$ cat config.mk
export PLATFORM = sky130hd
export DESIGN_NAME = mex_queued_latches
export DESIGN_NICKNAME = d
export VERILOG_FILES = /design/src/mex_pkg.sv /design/src/mex_queue_ctrl.sv /design/src/mex_latch_slot.sv /design/src/mex_head_select.sv /design/src/mex_queued_latches.sv
export VERILOG_INCLUDE_DIRS = /design/src
export SDC_FILE = /design/constraint.sdc
export NUM_CORES = 2
export LEC_CHECK = 0
export BUFFER_PORTS_ARGS = -buffer_cell sky130_fd_sc_hd__buf_2
export CORE_MARGIN = 10
export CORE_UTILIZATION = 60
export DETAILED_ROUTE_END_ITERATION = 8
export PLACE_DENSITY = 0.82
export SLEW_MARGIN = 20
export SYNTH_ARGS = -nofsm -noshare
export SYNTH_HDL_FRONTEND = slang
export SYNTH_HIERARCHICAL = 1
export SYNTH_SLANG_ARGS = --single-unit
$ cat constraint.sdc
create_clock -name clk -period 17.3 [get_ports clk]
set_input_delay 5.19 -clock clk [delete_from_list [all_inputs] [get_ports clk]]
set_output_delay 5.19 -clock clk [all_outputs]
set_load 0.03 [all_outputs]
$ cat src/mex_settings.svh
`ifndef MEX_SETTINGS_SVH
`define MEX_SETTINGS_SVH

// number of queued latches between mem and ex
`define MEX_Q_LENGTH 8

// width of one operand value
`define MEX_OP_WIDTH 32

// operands carried per instruction
`define MEX_NUM_OPS 4

// producer tag width on the result broadcast
`define MEX_TAG_WIDTH 6

// head and tail pointer width
`define MEX_PTR_WIDTH $clog2(`MEX_Q_LENGTH)

`endif

$ cat src/mex_pkg.sv
`include "mex_settings.svh"

package mex_pkg;

    // control fields written once by mem, never touched again
    typedef struct packed {
        // fetch address of the instruction
        logic [31:0] eip;
        // pending exception and its cause
        logic ie;
        logic [3:0] ie_type;
        // branch prediction made at fetch
        logic [31:0] br_pred_target;
        logic br_pred_taken;
        // operand size code
        logic [1:0] opsize;
        // alu operation and adder input selector
        logic [4:0] aluk;
        logic [2:0] mux_adder;
        logic is_br;
        logic is_fp;
        // code segment selector
        logic [15:0] cs;
        // producer tag per operand, compared against broadcasts
        logic [`MEX_NUM_OPS-1:0][`MEX_TAG_WIDTH-1:0] src_tag;
    } mex_fixed_t;

    // fields a result broadcast may still fill in
    typedef struct packed {
        // one bit per operand, set once its value is present
        logic [`MEX_NUM_OPS-1:0] wake;
        logic [`MEX_NUM_OPS-1:0][`MEX_OP_WIDTH-1:0] op_val;
    } mex_mod_t;

    // one whole latch, fixed part first
    typedef struct packed {
        mex_fixed_t fixed;
        mex_mod_t modif;
    } mex_entry_t;

    // result forwarded from a later stage
    typedef struct packed {
        logic valid;
        logic [`MEX_TAG_WIDTH-1:0] tag;
        logic [`MEX_OP_WIDTH-1:0] value;
    } mex_bcast_t;

    // what each slot reports to the head mux
    typedef struct packed {
        logic occupied;
        mex_entry_t entry;
    } mex_slot_stat_t;

endpackage

$ cat src/mex_queue_ctrl.sv
`timescale 1ns/1ps
`include "mex_settings.svh"

module mex_queue_ctrl (
    input  logic                          clk,
    input  logic                          arst_n,
    input  logic                          wr,
    input  logic                          rd,
    input  logic                          clr,
    output logic                          full,
    output logic                          empty,
    output logic [`MEX_Q_LENGTH-1:0]      slot_wr,
    output logic [`MEX_Q_LENGTH-1:0]      slot_pop,
    output logic                          slot_clr,
    output logic [`MEX_PTR_WIDTH-1:0]     head_ptr
);

    localparam int unsigned PW = `MEX_PTR_WIDTH;
    localparam logic [PW-1:0] LAST_SLOT = PW'(`MEX_Q_LENGTH - 1);
    localparam logic [PW:0] DEPTH = (PW + 1)'(`MEX_Q_LENGTH);
    localparam logic [`MEX_Q_LENGTH-1:0] ONE_HOT_0 = `MEX_Q_LENGTH'(1);

    // slot the next accepted write lands in
    logic [PW-1:0] tail_ptr;
    // entries held, one bit wider so a full queue is distinct
    logic [PW:0] count;
    logic wr_acc;
    logic rd_acc;

    // wrap explicitly, depth need not be a power of two
    function automatic logic [PW-1:0] ptr_inc(input logic [PW-1:0] p);
        if (p == LAST_SLOT) begin
            return '0;
        end
        return p + 1'b1;
    endfunction

    assign full  = (count == DEPTH);
    assign empty = (count == '0);

    // a write into a full queue is dropped even with rd high
    assign wr_acc = wr && !full;
    assign rd_acc = rd && !empty;

    // one-hot strobes toward the slots
    assign slot_wr  = wr_acc ? (ONE_HOT_0 << tail_ptr) : '0;
    assign slot_pop = rd_acc ? (ONE_HOT_0 << head_ptr) : '0;
    // slots give clr priority over their own write and pop
    assign slot_clr = clr;

    always_ff @(posedge clk or negedge arst_n) begin
        if (!arst_n) begin
            tail_ptr <= '0;
            head_ptr <= '0;
            count    <= '0;
        end else if (clr) begin
            // clr beats any wr or rd in the same cycle
            tail_ptr <= '0;
            head_ptr <= '0;
            count    <= '0;
        end else begin
            if (wr_acc) begin
                tail_ptr <= ptr_inc(tail_ptr);
            end
            if (rd_acc) begin
                head_ptr <= ptr_inc(head_ptr);
            end
            // simultaneous push and pop leaves the count alone
            case ({wr_acc, rd_acc})
                2'b10:   count <= count + 1'b1;
                2'b01:   count <= count - 1'b1;
                default: count <= count;
            endcase
        end
    end

endmodule

$ cat src/mex_latch_slot.sv
`timescale 1ns/1ps
`include "mex_settings.svh"

module mex_latch_slot import mex_pkg::*; (
    input  logic           clk,
    input  logic           arst_n,
    input  logic           wr_en,
    input  logic           pop,
    input  logic           clr,
    input  mex_entry_t     din,
    input  mex_bcast_t     bcast,
    output mex_slot_stat_t stat
);

    logic occupied;
    // stored latch, payload only
    mex_entry_t entry;
    // incoming entry with the current broadcast already applied
    mex_mod_t din_merged;
    // stored operands with the current broadcast applied
    mex_mod_t held_merged;

    // apply one broadcast to a set of operands
    // only a waiting operand whose tag matches takes the value
    function automatic mex_mod_t bcast_merge(input mex_mod_t m,
                                             input mex_fixed_t f,
                                             input mex_bcast_t b);
        mex_mod_t r;
        r = m;
        for (int i = 0; i < `MEX_NUM_OPS; i++) begin
            if (b.valid && !m.wake[i] && (f.src_tag[i] == b.tag)) begin
                r.op_val[i] = b.value;
                r.wake[i]   = 1'b1;
            end
        end
        return r;
    endfunction

    assign din_merged  = bcast_merge(din.modif, din.fixed, bcast);
    assign held_merged = bcast_merge(entry.modif, entry.fixed, bcast);

    // occupancy, clr first, then write, then pop
    always_ff @(posedge clk or negedge arst_n) begin
        if (!arst_n) begin
            occupied <= 1'b0;
        end else if (clr) begin
            occupied <= 1'b0;
        end else if (wr_en) begin
            occupied <= 1'b1;
        end else if (pop) begin
            occupied <= 1'b0;
        end
    end

    // payload
    always_ff @(posedge clk) begin
        if (wr_en) begin
            // same-edge broadcast lands in the new entry
            entry.fixed <= din.fixed;
            entry.modif <= din_merged;
        end else if (occupied) begin
            // waiting entry keeps snooping the broadcast
            entry.modif <= held_merged;
        end
    end

    assign stat.occupied = occupied;
    assign stat.entry    = entry;

endmodule

$ cat src/mex_head_select.sv
`timescale 1ns/1ps
`include "mex_settings.svh"

module mex_head_select import mex_pkg::*; (
    input  mex_slot_stat_t [`MEX_Q_LENGTH-1:0] slots,
    input  logic [`MEX_PTR_WIDTH-1:0]          head_ptr,
    output mex_entry_t                         dout,
    output logic                               head_ready
);

    // slot currently at the head of the queue
    mex_slot_stat_t head;
    // every operand of the head has its value
    logic all_awake;

    // plain mux on the head pointer
    assign head = slots[head_ptr];

    // stale payload shows through when empty, head_ready stays low
    assign dout = head.entry;

    // and-reduce the wake vector
    assign all_awake = &head.entry.modif.wake;

    // ex may issue only when the head is real and fully woken
    assign head_ready = head.occupied && all_awake;

endmodule

$ cat src/mex_queued_latches.sv
`timescale 1ns/1ps
`include "mex_settings.svh"

module mex_queued_latches import mex_pkg::*; (
    input  logic       clk,
    input  logic       arst_n,
    input  logic       wr,
    input  logic       rd,
    input  logic       clr,
    input  mex_entry_t din,
    input  mex_bcast_t bcast,
    output logic       full,
    output logic       empty,
    output mex_entry_t dout,
    output logic       head_ready
);

    // per-slot strobes from the controller
    logic [`MEX_Q_LENGTH-1:0] slot_wr;
    logic [`MEX_Q_LENGTH-1:0] slot_pop;
    logic slot_clr;
    logic [`MEX_PTR_WIDTH-1:0] head_ptr;
    // status of every slot toward the head mux
    mex_slot_stat_t [`MEX_Q_LENGTH-1:0] slot_stat;

    // pointers, count and strobes
    mex_queue_ctrl u_ctrl (
        .clk      (clk),
        .arst_n   (arst_n),
        .wr       (wr),
        .rd       (rd),
        .clr      (clr),
        .full     (full),
        .empty    (empty),
        .slot_wr  (slot_wr),
        .slot_pop (slot_pop),
        .slot_clr (slot_clr),
        .head_ptr (head_ptr)
    );

    // one latch per queue position, all see din and bcast
    for (genvar i = 0; i < `MEX_Q_LENGTH; i++) begin : g_slot
        mex_latch_slot u_slot (
            .clk    (clk),
            .arst_n (arst_n),
            .wr_en  (slot_wr[i]),
            .pop    (slot_pop[i]),
            .clr    (slot_clr),
            .din    (din),
            .bcast  (bcast),
            .stat   (slot_stat[i])
        );
    end

    // oldest entry and its readiness
    mex_head_select u_head (
        .slots      (slot_stat),
        .head_ptr   (head_ptr),
        .dout       (dout),
        .head_ready (head_ready)
    );

endmodule

==> results.md <==
- Die X: 419.8 µm
- Per-cell routed wire length: 32.87 µm
- Yosys warns: 6
- Clock transition at path regs: 0.06 ns
- Main combinational cell family by area after synthesis: multiplexers
- Layout Nets: 5729
- Die height: 419.8 µm
- Synth top area cells: edfxtp_1 (64%), mux2_2 (14%), mux4_2 (12%), xor2_1 (1.9%), xnor2_1 (1.6%)
- Crit-path max FO: 48
- Post-synth top area share: 0.6362
- Hold_buf cts: 0
- Initial Util: 0.6049
- CTS tree: built
- Gate power share: 0.310
- Largest net degree at the start of global routing: 169
- Pint: 10.01 mW
- Post-place setup slack: 7.373 ns
- Vias post-DR: 50.56k
- Maximum clock path buffer count: 3
- 1st-pass router iterations: 6
- Internal reg-to-reg setup slack: 13.14 ns
- Simple-gate portion of the synthesized area: 0.01306
- Fraction of power spent switching nets: 0.3212
- Post-synthesis mux area share: 0.2701
- Port-buffer cells: 554
- Synth Area in Adders: 0.001826
- Crit path from: u_ctrl/head_ptr[0]
- Period utilization: 0.6123
- Reg-to-reg startpoint: u_ctrl/count[1]
- Share of cells above drive strength 1: 0.4884
- Final Setup Violations: 0
- H-tree levels: 4
- GRT Total Usage: 0.2842
- Grt ovf: 0
- Slew HR: 0.2120
- Power share of the clock group: 0.284
- Slew @ Worst Pin: 1.182 ns
- Register area share after synthesis: 0.6409
- Max Cap Violations: 0
- Number of cell rows: 146
- HP Class: flop to flop
- Total CTS buffers: 205
- End of the critical path: dout[202]
- Min Tclk post-route: 10.59 ns
- RSZ-0062 raised after global routing: no
- Post-synthesis compound-gate area fraction: 0.01453
- CTS root buf: clkbuf_16
- Fin Clk Skew: 0.02724 ns
- Total Routed Length: 252.8 mm
- Synthesized area per cell: 19.66 µm²
- Fin Setup TNS: 0 ns
- Core footprint: 0.1586 mm²
- Most frequent cells after synthesis: edfxtp_1 (2032), mux2_2 (1191), mux4_2 (510)
- Leak: 34.43 nW
- Mapped Cells: 4879
- DR vias/cell: 6.574
- Slew Viols, Final: 0
- Post-DRT Antenna Nets: 0
- EDFF count, synth: 2032
- Die ar.: 0.1762 mm²
- Status: complete, no violations
- Final Worst Setup Slack: 6.708 ns
- Postcts setup bufs: 0
- Clock sinks: 2050
- DR DRC count: 0
- Reg2reg path depth: 5
- Max Clk Rate: 94.41 MHz
- Worst-Skew Late Latency: 0.83 ns
- Final GP Congestion: 0.8252
- Crit path launch type: flop
- Hpwl dp: 141.8 mm
- WS Path Type: flop to primary output
- Maximum VDD drop: 139.8 µV
- Cell variety after synth: 47
- Synthesized area: 0.09591 mm²
- Top-count cell post-synth: edfxtp_1
- DRT iter0 DRCs: 5798
- Power Dens Cells: 138.9 mW/mm²
- Post-synth top flop: edfxtp_1
- Critical Path AT: 5.40 ns
- Post-synth ARST share: 0.008780
- Xor/xnor cell area share of the yosys netlist: 0.03516
- Worst EP required: 12.11 ns
- I/O pin cnt: 555
- Post-CTS sizing: 0
- #FFs+latches synth: 2050
- Sw Pwr: 4.737 mW
- Final Hold Fails: 0
- Yosys top cell by area: edfxtp_1
- Crit. End Element: primary output
- Layout area overhead: 10.74%
- Synth Net Count: 5191
- First-pass GRT wire length: 365.8 mm
- Seq pwr share: 0.406
- Number of global-route vias before repair: 52.71k
- Fill count: 10.30k
- FF-to-FF End: g_slot[6].u_slot/stat[215]
- Placed insts: 7280
- Finished Layout Cells: 7691
- Initial antenna violation count: 90
critical path: stages (launching register included):
cell and delay [ns]:
dfrtp_4 0.98, buf_4 0.74, buf_4 0.82, buf_4 0.86, mux4_2 0.61, mux2_2 0.31, buf_2 0.19
cells by family (layout without fill, tap and decap cells):
| kind of cell | count (synthesis) | in the layout |
|---|---|---|
| DFF | 2050 | 2050 |
| muxes | 1791 | 1791 |
| xor gates and xnor gates | 385 | 385 |
| buffers and inverters | 326 | 1020 |
| and+or+nand+nor | 221 | 221 |
| AOI/OAI and AO/OA | 92 | 92 |
| adders and majority gates | 14 | 14 |
| other | 0 | 46 |
per-stage QoR:
step / area, µm² / util / power (mW) / hold slack, ns
detailed placement: 99810 / 0.6295 / 10.66 / 0.5435
finish: 106200 / 0.6698 / 14.75 / 0.5582
global placement: 99810 / 0.6295 / 10.61 / 0.5216
floorplan: 95910 / - / 9.339 / 0.5093
CTS: 106000 / 0.6687 / 14.85 / 0.5584
global route: 106200 / 0.6697 / 15.24 / 0.5772
final cells by class:
type / count / area (µm²) / area share
Antenna cell: 46 / 115.1 / 0.001084
Clock buffer: 258 / 5339 / 0.05027
Clock inverter: 105 / 879.6 / 0.008282
Inverter: 15 / 56.30 / 0.0005301
Multi-Input combinational cell: 2503 / 32220 / 0.3034
Sequential cell: 2050 / 61480 / 0.5789
Tap cell: 2072 / 2592 / 0.02441
Timing Repair Buffer: 642 / 3523 / 0.03317
sequential cells by signal, indices dropped and copies added (netlist names):
name	flops
u_ctrl/tail_ptr	3
g_slot.u_slot/occupied	8
u_ctrl/count	4
u_ctrl/head_ptr	3
g_slot.u_slot/stat	2032
power by group through the flow:
stage	Combinational, mW	Clock, mW	Sequential [mW]
2_1_floorplan	3.31	0	6.02
3_3_place_gp	4.54	0	6.07
3_5_place_dp	4.58	0	6.09
4_1_cts	4.61	4.26	5.98
5_1_grt	4.78	4.45	6.01
6_report	4.58	4.19	5.98
layer usage:
layer,global-route usage,vias to the layer above,wire (µm)
met4,0.1454,66,12030
met2,0.4578,2414,124100
met1,0.3639,26553,94690
met3,0.06462,493,21570
li1,-,21035,-
met5,0,-,412
layout by cell type (no fill, tap or decap), types with 13 or more instances in the layout:
cell type	n
edfxtp_1	2032
mux2_2	1191
buf_2	548
mux4_2	510
xor2_1	209
clkbuf_16	205
xnor2_1	176
mux2_1	88
buf_4	88
nor3_1	67
clkbuf_1	52
diode_2	46
clkinv_1	42
clkinv_2	34
o41ai_4	33
or2_2	32
a41o_2	28
nor2b_1	18
nand3_1	17
nand4_1	17
nand3b_1	16
inv_1	15
nor2_1	15
dfrtp_1	15
ha_1	14
a21oi_1	13
worst min-delay path by stage:
stage                                end  cells after the start                 startpoint
2_1_floorplan  g_slot[0].u_slot/occupied                      2  g_slot[0].u_slot/occupied
3_3_place_gp   g_slot[2].u_slot/occupied                      2  g_slot[2].u_slot/occupied
3_5_place_dp   g_slot[0].u_slot/occupied                      2  g_slot[0].u_slot/occupied
5_1_grt        g_slot[1].u_slot/occupied                      2  g_slot[1].u_slot/occupied
4_1_cts        g_slot[0].u_slot/occupied                      2  g_slot[0].u_slot/occupied
6_report       g_slot[0].u_slot/occupied                      2  g_slot[0].u_slot/occupied
No activity file was read; power rests on OpenSTA's default activity.
